$ cat src/hist_pkg.sv
`default_nettype none

package hist_pkg;

    // histogram geometry
    // 16 bins per pixel, 4 pixels per bank
    localparam int bin_w   = 4;
    localparam int pix_w   = 2;
    localparam int count_w = 8;

    typedef logic [bin_w-1:0]   bin_t;
    typedef logic [pix_w-1:0]   pix_t;
    typedef logic [count_w-1:0] count_t;

    // memory address, bank bit on top so each bank is one contiguous half
    typedef struct packed {
        logic bank;
        pix_t pix;
        bin_t bin;
    } hist_addr_t;

    // read request into the arbiter
    typedef struct packed {
        logic       valid;
        hist_addr_t addr;
    } mem_rd_req_t;

    // write request into the arbiter
    typedef struct packed {
        logic       valid;
        hist_addr_t addr;
        count_t     data;
    } mem_wr_req_t;

    // one bin of a finished histogram
    typedef struct packed {
        logic   bank;
        pix_t   pix;
        bin_t   bin;
        count_t count;
    } ro_beat_t;

    // port owner seen by both engines
    typedef enum logic [1:0] {
        grant_none    = 2'd0,
        grant_builder = 2'd1,
        grant_readout = 2'd2
    } grant_e;

    // readout engine states
    typedef enum logic [1:0] {
        ro_idle  = 2'd0,
        ro_scan  = 2'd1,
        ro_drain = 2'd2
    } ro_state_e;

endpackage

`default_nettype wire

$ cat src/hist_bin_ram.sv
`timescale 1ns/10ps
`default_nettype none

module hist_bin_ram (
    input  wire                  clk,
    input  wire                  combin_res,
    input  hist_pkg::mem_rd_req_t ram_rd,
    input  hist_pkg::mem_wr_req_t ram_wr,
    output hist_pkg::count_t      rd_data
);
    import hist_pkg::*;

    // both banks in one array, bank bit is the address msb
    localparam int depth = 2 ** $bits(hist_addr_t);

    count_t mem [depth];

    // whole array cleared on reset, so every bin starts at zero
    // read is registered, one cycle latency
    // same-address read and write returns the old count
    always_ff @(posedge clk or negedge combin_res) begin
        if (!combin_res) begin
            for (int i = 0; i < depth; i++) begin
                mem[i] <= '0;
            end
            rd_data <= '0;
        end else begin
            if (ram_wr.valid) begin
                mem[ram_wr.addr] <= ram_wr.data;
            end
            if (ram_rd.valid) begin
                rd_data <= mem[ram_rd.addr];
            end
        end
    end

endmodule

`default_nettype wire

$ cat src/hist_mem_arbiter.sv
`timescale 1ns/10ps
`default_nettype none

module hist_mem_arbiter (
    input  hist_pkg::mem_rd_req_t bld_rd,
    input  hist_pkg::mem_rd_req_t ro_rd,
    input  hist_pkg::mem_wr_req_t bld_wr,
    input  hist_pkg::mem_wr_req_t ro_wr,
    output hist_pkg::mem_rd_req_t ram_rd,
    output hist_pkg::mem_wr_req_t ram_wr,
    output hist_pkg::grant_e      rd_grant,
    output hist_pkg::grant_e      wr_grant
);
    import hist_pkg::*;

    // fixed priority, builder first
    // readout only gets a port the builder leaves idle
    function automatic grant_e pick_owner(input logic bld_req, input logic ro_req);
        if (bld_req) begin
            return grant_builder;
        end
        if (ro_req) begin
            return grant_readout;
        end
        return grant_none;
    endfunction

    // each port decided on its own, same cycle
    assign rd_grant = pick_owner(bld_rd.valid, ro_rd.valid);
    assign wr_grant = pick_owner(bld_wr.valid, ro_wr.valid);

    // read port mux
    always_comb begin
        case (rd_grant)
            grant_builder: ram_rd = bld_rd;
            grant_readout: ram_rd = ro_rd;
            default:       ram_rd = '0;
        endcase
    end

    // write port mux
    always_comb begin
        case (wr_grant)
            grant_builder: ram_wr = bld_wr;
            grant_readout: ram_wr = ro_wr;
            default:       ram_wr = '0;
        endcase
    end

endmodule

`default_nettype wire

$ cat src/hist_builder.sv
`timescale 1ns/10ps
`default_nettype none

module hist_builder #(
    parameter int HITS_PER_PIXEL  = 3,
    parameter int FRAMES_PER_HIST = 2
) (
    input  wire                   clk,
    input  wire                   combin_res,
    input  wire                   hit_valid,
    input  hist_pkg::bin_t        hit_bin,
    output hist_pkg::mem_rd_req_t bld_rd,
    output hist_pkg::mem_wr_req_t bld_wr,
    input  hist_pkg::count_t      rd_data,
    output logic                  hist_done,
    output logic                  done_bank,
    output logic                  active_bank
);
    import hist_pkg::*;

    localparam int in_w  = (HITS_PER_PIXEL > 1) ? $clog2(HITS_PER_PIXEL) : 1;
    localparam int frm_w = (FRAMES_PER_HIST > 1) ? $clog2(FRAMES_PER_HIST) : 1;

    logic [in_w-1:0]  in_cnt;
    pix_t             pix_cnt;
    logic [frm_w-1:0] frm_cnt;
    // bank used for addressing, flips on the last hit itself
    logic             fill_bank;
    logic             last_hit;

    // pipeline: s1 waits for ram data, s2 is the write, lst the write just landed
    mem_rd_req_t s1;
    logic        s1_last;
    mem_wr_req_t s2;
    logic        s2_last;
    mem_wr_req_t lst;
    count_t      base;

    // hit goes straight to the read port, builder never loses it
    assign bld_rd = '{valid: hit_valid, addr: '{bank: fill_bank, pix: pix_cnt, bin: hit_bin}};
    assign bld_wr = s2;

    assign last_hit = hit_valid && (in_cnt == in_w'(HITS_PER_PIXEL - 1)) &&
                      (pix_cnt == '1) && (frm_cnt == frm_w'(FRAMES_PER_HIST - 1));

    // ram misses the write in flight and the one landing with our read
    // newest write wins
    always_comb begin
        if (s2.valid && (s2.addr == s1.addr)) begin
            base = s2.data;
        end else if (lst.valid && (lst.addr == s1.addr)) begin
            base = lst.data;
        end else begin
            base = rd_data;
        end
    end

    always_ff @(posedge clk or negedge combin_res) begin
        if (!combin_res) begin
            in_cnt      <= '0;
            pix_cnt     <= '0;
            frm_cnt     <= '0;
            fill_bank   <= 1'b0;
            s1          <= '0;
            s1_last     <= 1'b0;
            s2          <= '0;
            s2_last     <= 1'b0;
            lst         <= '0;
            hist_done   <= 1'b0;
            done_bank   <= 1'b0;
            active_bank <= 1'b0;
        end else begin
            // nested counters: hits per pixel, pixels per frame, frames per hist
            if (hit_valid) begin
                if (in_cnt == in_w'(HITS_PER_PIXEL - 1)) begin
                    in_cnt  <= '0;
                    pix_cnt <= pix_cnt + 1'b1;
                    if (pix_cnt == '1) begin
                        if (frm_cnt == frm_w'(FRAMES_PER_HIST - 1)) begin
                            frm_cnt   <= '0;
                            fill_bank <= ~fill_bank;
                        end else begin
                            frm_cnt <= frm_cnt + 1'b1;
                        end
                    end
                end else begin
                    in_cnt <= in_cnt + 1'b1;
                end
            end
            s1      <= bld_rd;
            s1_last <= last_hit;
            // increment stage
            s2      <= '{valid: s1.valid, addr: s1.addr, data: base + 1'b1};
            s2_last <= s1.valid && s1_last;
            lst     <= s2;
            // done with the cycle after the last write is issued
            hist_done <= s2.valid && s2_last;
            if (s2.valid && s2_last) begin
                done_bank   <= s2.addr.bank;
                active_bank <= ~active_bank;
            end
        end
    end

endmodule

`default_nettype wire

$ cat src/hist_readout.sv
`timescale 1ns/10ps
`default_nettype none

module hist_readout (
    input  wire                   clk,
    input  wire                   combin_res,
    input  wire                   hist_done,
    input  wire                   done_bank,
    output hist_pkg::mem_rd_req_t ro_rd,
    output hist_pkg::mem_wr_req_t ro_wr,
    input  hist_pkg::grant_e      rd_grant,
    input  hist_pkg::grant_e      wr_grant,
    input  hist_pkg::count_t      rd_data,
    output logic                  ro_valid,
    output hist_pkg::ro_beat_t    ro_beat,
    output logic                  ro_busy
);
    import hist_pkg::*;

    localparam int idx_w = pix_w + bin_w;

    ro_state_e        state;
    ro_state_e        state_nxt;
    logic             ro_bank;
    // pixel-major scan position, pixel in the upper bits
    logic [idx_w-1:0] scan_idx;
    // read granted last cycle, its data is on rd_data now
    mem_rd_req_t      rtn;
    // clear write that lost the port
    mem_rd_req_t      pend;
    logic             wr_denied;
    logic             rd_won;

    // pending clear goes first, new beats only come when it is gone
    always_comb begin
        if (pend.valid) begin
            ro_wr = '{valid: 1'b1, addr: pend.addr, data: '0};
        end else begin
            ro_wr = '{valid: rtn.valid, addr: rtn.addr, data: '0};
        end
    end

    assign wr_denied = ro_wr.valid && (wr_grant != grant_readout);

    // hold off reads while a clear is stuck, one pending slot is enough
    assign ro_rd.valid = (state == ro_scan) && !pend.valid && !wr_denied;
    assign ro_rd.addr  = {ro_bank, scan_idx};
    assign rd_won      = ro_rd.valid && (rd_grant == grant_readout);

    // beat shows up with the ram data, one cycle after the granted read
    assign ro_valid = rtn.valid;
    assign ro_beat  = '{bank: rtn.addr.bank, pix: rtn.addr.pix, bin: rtn.addr.bin,
                        count: rd_data};
    assign ro_busy  = (state != ro_idle);

    always_comb begin
        state_nxt = state;
        case (state)
            ro_idle: begin
                if (hist_done) begin
                    state_nxt = ro_scan;
                end
            end
            ro_scan: begin
                if (rd_won && (scan_idx == '1)) begin
                    state_nxt = ro_drain;
                end
            end
            // last beat out, wait for its clear
            ro_drain: begin
                if (!wr_denied) begin
                    state_nxt = ro_idle;
                end
            end
            default: state_nxt = ro_idle;
        endcase
    end

    always_ff @(posedge clk or negedge combin_res) begin
        if (!combin_res) begin
            state    <= ro_idle;
            ro_bank  <= 1'b0;
            scan_idx <= '0;
            rtn      <= '0;
            pend     <= '0;
        end else begin
            state <= state_nxt;
            if ((state == ro_idle) && hist_done) begin
                ro_bank  <= done_bank;
                scan_idx <= '0;
            end else if (rd_won) begin
                scan_idx <= scan_idx + 1'b1;
            end
            // lost read keeps scan_idx, retried next cycle
            rtn  <= '{valid: rd_won, addr: ro_rd.addr};
            pend <= '{valid: wr_denied, addr: ro_wr.addr};
        end
    end

endmodule

`default_nettype wire

$ cat src/hist_top.sv
`timescale 1ns/10ps
`default_nettype none

module hist_top #(
    parameter int HITS_PER_PIXEL  = 3,
    parameter int FRAMES_PER_HIST = 2
) (
    input  wire                clk,
    input  wire                combin_res,
    input  wire                hit_valid,
    input  hist_pkg::bin_t     hit_bin,
    output logic               hist_done,
    output logic               active_bank,
    output logic               ro_valid,
    output hist_pkg::ro_beat_t ro_beat,
    output logic               ro_busy
);
    import hist_pkg::*;

    // engine requests into the arbiter
    mem_rd_req_t bld_rd;
    mem_wr_req_t bld_wr;
    mem_rd_req_t ro_rd;
    mem_wr_req_t ro_wr;
    // arbiter to ram
    mem_rd_req_t ram_rd;
    mem_wr_req_t ram_wr;
    grant_e      rd_grant;
    grant_e      wr_grant;
    // shared by both engines
    count_t      rd_data;
    logic        done_bank;

    hist_bin_ram u_ram (
        .clk        (clk),
        .combin_res (combin_res),
        .ram_rd     (ram_rd),
        .ram_wr     (ram_wr),
        .rd_data    (rd_data)
    );

    hist_mem_arbiter u_arb (
        .bld_rd   (bld_rd),
        .ro_rd    (ro_rd),
        .bld_wr   (bld_wr),
        .ro_wr    (ro_wr),
        .ram_rd   (ram_rd),
        .ram_wr   (ram_wr),
        .rd_grant (rd_grant),
        .wr_grant (wr_grant)
    );

    hist_builder #(
        .HITS_PER_PIXEL  (HITS_PER_PIXEL),
        .FRAMES_PER_HIST (FRAMES_PER_HIST)
    ) u_bld (
        .clk         (clk),
        .combin_res  (combin_res),
        .hit_valid   (hit_valid),
        .hit_bin     (hit_bin),
        .bld_rd      (bld_rd),
        .bld_wr      (bld_wr),
        .rd_data     (rd_data),
        .hist_done   (hist_done),
        .done_bank   (done_bank),
        .active_bank (active_bank)
    );

    // readout only needs the grants, builder always wins
    hist_readout u_ro (
        .clk        (clk),
        .combin_res (combin_res),
        .hist_done  (hist_done),
        .done_bank  (done_bank),
        .ro_rd      (ro_rd),
        .ro_wr      (ro_wr),
        .rd_grant   (rd_grant),
        .wr_grant   (wr_grant),
        .rd_data    (rd_data),
        .ro_valid   (ro_valid),
        .ro_beat    (ro_beat),
        .ro_busy    (ro_busy)
    );

endmodule

`default_nettype wire

$ cat config.mk
export PLATFORM = sky130hd
export DESIGN_NAME = hist_top
export DESIGN_NICKNAME = d
export VERILOG_FILES = /design/src/hist_pkg.sv /design/src/hist_bin_ram.sv /design/src/hist_mem_arbiter.sv /design/src/hist_builder.sv /design/src/hist_readout.sv /design/src/hist_top.sv
export SDC_FILE = /design/constraint.sdc
export NUM_CORES = 2
export LEC_CHECK = 0
export ABC_AREA = 0
export BUFFER_PORTS_ARGS = -buffer_cell sky130_fd_sc_hd__buf_2
export CAP_MARGIN = 20
export CELL_PAD_IN_SITES_DETAIL_PLACEMENT = 0
export CELL_PAD_IN_SITES_GLOBAL_PLACEMENT = 2
export CORE_MARGIN = 3
export CORE_UTILIZATION = 42
export DETAILED_ROUTE_END_ITERATION = 6
export GPL_ROUTABILITY_DRIVEN = 0
export PLACE_DENSITY = 0.78
export RECOVER_POWER = 50
export SYNTH_ARGS = -nofsm -noshare
export SYNTH_HDL_FRONTEND = slang
export SYNTH_SLANG_ARGS = --single-unit
$ cat constraint.sdc
create_clock -name clk -period 3.4 [get_ports clk]
set_input_delay 0.17 -clock clk [delete_from_list [all_inputs] [get_ports clk]]
set_output_delay 0.17 -clock clk [all_outputs]
set_load 0.005 [all_outputs]
==> impl_metrics.tcl <==
set metrics [dict create \
    grt_usage_pct 25.5 \
    final_cells 6507 \
    viasPerCell 5.45 \
    firstDrtPassIters 5 \
    portBuffers 25 \
    critPathCaptureType "flip-flop" \
    io_pins 26 \
    hp-class "primary input to flip-flop" \
    ant_nets 0 \
    setup_ws_ps -6.71 \
    critPathMaxFanout 50 \
    ys_ff_latch 1108 \
    max_freq_mhz 294 \
    path_clk_slew_ps 60 \
    routed_wl_um 152000 \
    tritoncts "built" \
    p_per_area_nw_per_um2 615 \
    ys_warn_count 0 \
    fin_nets 4899 \
    outcome "complete, but fails checks" \
    peakVddDrop_uv 442 \
    seq_area_frac_synth_pct 57.2 \
    syn_area_per_cell_um2 9.81 \
    worstPathArrival_ps 3940 \
    drtIter0Drc 2275 \
    path_common_cell "buf_4" \
    die_area_um2 120000 \
    dieWidth_um 346 \
    synth_top_flop_cell "dfrtp_1" \
    cp_slowest_stage_delay_ps 900 \
    tightest_slew_ps 2200 \
    rsz0062_at_grt "true" \
    worst_slew_margin_rel_pct -46.9 \
    die_h_um 346 \
    crit_type "flip-flop to flip-flop" \
    detail_route.wl_per_cell_um 23.4 \
    clock_sinks 1108 \
    finalPower_w 0.0340 \
    post_cts_buffers 0 \
    async_reset_ff_share_pct 100 \
    start_util_pct 42.4 \
    post-route-period-util_pct 100 \
    pre_cts_slack_ps -99.2 \
    antenna_found_initial 3 \
    utilization_pct 48.2 \
    insertion_delay_ps 710 \
    synth-edff-count 0 \
    cts_inserted_buffers 121 \
    grt_pass1_vias 35600 \
    grt_max_degree 128 \
    cts_root_buf "clkbuf_16" \
    grt-ovfl-total 0 \
    finalSetupViolCount 1 \
    max_cap_violations 1 \
    cp.required_ps 3940 \
    hpwlAfterDp_um 98200 \
    ys_types 50 \
    min_period_ps 3410 \
    rows 124 \
    grt_pass1_wl_um 233000 \
    layout-drive-gt1-share_pct 9.07 \
    fin_tns_setup_ps -6.71 \
    mappedNetlistNets 4954 \
    drc 0 \
    finClkSkew_ps 22.1 \
    hold_viol_final 0 \
    syn-cell-area_um2 48500 \
    violations "max-capacitance violations, max-slew violations, negative setup slack" \
    clock_path_buffers 3 \
    area_growth_pct 13.8 \
    power_leakage_nw 25.8 \
    synthCells 4944 \
    crit_chain "nor3b_4 -> buf_4 -> a31oi_4 -> buf_12 -> buf_16 -> buf_4 -> mux2i_1 -> o22ai_1 -> o311ai_0 -> nand4_1" \
    core-area_um2 115000 \
    worstSetupStartpointType "flip-flop" \
    drv_slew 65 \
    slowest_stage "o311ai_0" \
    num_vias 35400 \
    placedCellCount 6271 \
    htree_num_levels 3 \
    fillCellCount 10900 \
]
flip-flops by register name, indices dropped and copies added, names as in the netlist:
signal	cells
u_bld.active_bank	1
u_bld.bld_wr	16
u_bld.done_bank	1
u_bld.fill_bank	1
u_bld.frm_cnt	1
u_bld.hist_done	1
u_bld.in_cnt	2
u_bld.lst	16
u_bld.pix_cnt	2
u_bld.s1	8
u_bld.s1_last	1
u_bld.s2_last	1
u_ram.mem	1024
u_ram.rd_data	8
u_ro.pend	8
u_ro.ro_bank	1
u_ro.ro_beat	7
u_ro.ro_valid	1
u_ro.scan_idx	6
u_ro.state	2
per-stage QoR:
step	area, um2	hold WS, ps
6_report	55200	132
5_1_grt	55200	116
4_1_cts	55400	75.6
3_5_place_dp	51200	242
3_3_place_gp	51200	239
2_1_floorplan	48500	-126
what timing repair did:
item | CTS | global route
gates resized for setup | 5 | 17
hold buffers | 6 | 0
hold endpoints to repair | 144 | 0
setup endpoints to repair | 5 | 42
worst max-delay path, delay by kind of cell (launching register included):
kind                   cells  cell delay, ps
buffers and inverters      4             930
AOI/OAI and AO/OA          3            1280
DFF                        1             400
and+or+nand+nor            2             320
muxes                      1             230
power breakdown:
group	internal [W]	switching [W]
clock	0.00782	0.00548
sequential	0.0144	0.000920
combinational	0.00164	0.00373
total	0.0238	0.0101
cell usage after synthesis, types with 8 or more instances:
| cell type | instances | area (um2) |
|---|---|---|
| o221ai_1 | 57 | 499 |
| clkbuf_1 | 283 | 1060 |
| a31oi_1 | 9 | 56.3 |
| nand3_1 | 27 | 135 |
| o22ai_1 | 139 | 870 |
| dfrtp_1 | 1108 | 27700 |
| a22o_1 | 12 | 105 |
| a21oi_1 | 19 | 95.1 |
| o21ai_0 | 1030 | 5150 |
| nand2_1 | 1306 | 4900 |
| a22oi_1 | 18 | 135 |
| xor2_1 | 8 | 70.1 |
| nor2_1 | 42 | 158 |
| xnor2_1 | 21 | 184 |
| mux2_2 | 17 | 191 |
| o21ai_1 | 28 | 140 |
| inv_1 | 14 | 52.6 |
| a32oi_1 | 51 | 447 |
| nor2_2 | 10 | 62.6 |
| nand4_1 | 13 | 81.3 |
| nor3_1 | 64 | 320 |
| buf_2 | 97 | 485 |
| mux2i_1 | 498 | 4980 |
cell families after synthesis:
kind of cell	synth area share [%]
muxes	10.7
adders and majority gates	0.0774
AOI/OAI and AO/OA	16.0
buffers and inverters	3.44
and+or+nand+nor	12.1
xor gates and xnor gates	0.524
DFF	57.2
metal layers:
metal  part of all wire, %  up-vias  global-route usage [%]
met1                    45    17500                    35.0
met5                     0        -                       0
met3                   4.5      249                    4.43
met4                   3.4        0                    8.32
li1                      -    17100                       -
met2                    47      628                    41.1
layout by cell type (no fill, tap or decap), types with 11 or more instances in the layout:
cell and n:
a21oi_1 15, a22o_1 11, a22oi_1 17, a32oi_1 45, buf_12 47, buf_2 21, buf_4 92, clkbuf_1 53
clkbuf_16 124, clkbuf_2 16, clkbuf_8 36, clkinv_2 26, dfrtp_1 1107, inv_1 14, mux2_2 12, mux2i_1 498
nand2_1 1297, nand3_1 25, nand4_1 13, nor2_1 33, nor2_2 17, nor3_1 64, o21ai_0 1028, o21ai_1 30
o221ai_1 57, o22ai_1 138, xnor2_1 21
final cells by class:
type	count	area [um2]	area share (%)
Sequential cell	1108	27700	50.2
Multi-Input combinational cell	3431	19400	35.1
Clock buffer	193	3720	6.74
Timing Repair Buffer	213	2090	3.78
Tap cell	1512	1890	3.43
Clock inverter	33	318	0.576
Inverter	14	52.6	0.0952
Antenna cell	3	7.51	0.0136
final timing paths:
kind / endpoint / slack (ps) / startpoint / cells past startpoint
max: u_ram.rd_data[0] / -7 / u_ro.state[0] / 10
min: u_bld.s1[0] / 130 / hit_bin[0] / 2
max reg2reg: u_ram.rd_data[0] / -7 / u_ro.state[0] / 10
min reg2reg: u_bld.bld_wr[15] / 390 / u_bld.s1[7] / 0
max in group asynchronous: u_ram.mem[951] / 320 / combin_res / 4
min in group asynchronous: u_ram.mem[20] / 610 / combin_res / 2
(Power assumes the default switching activity.)
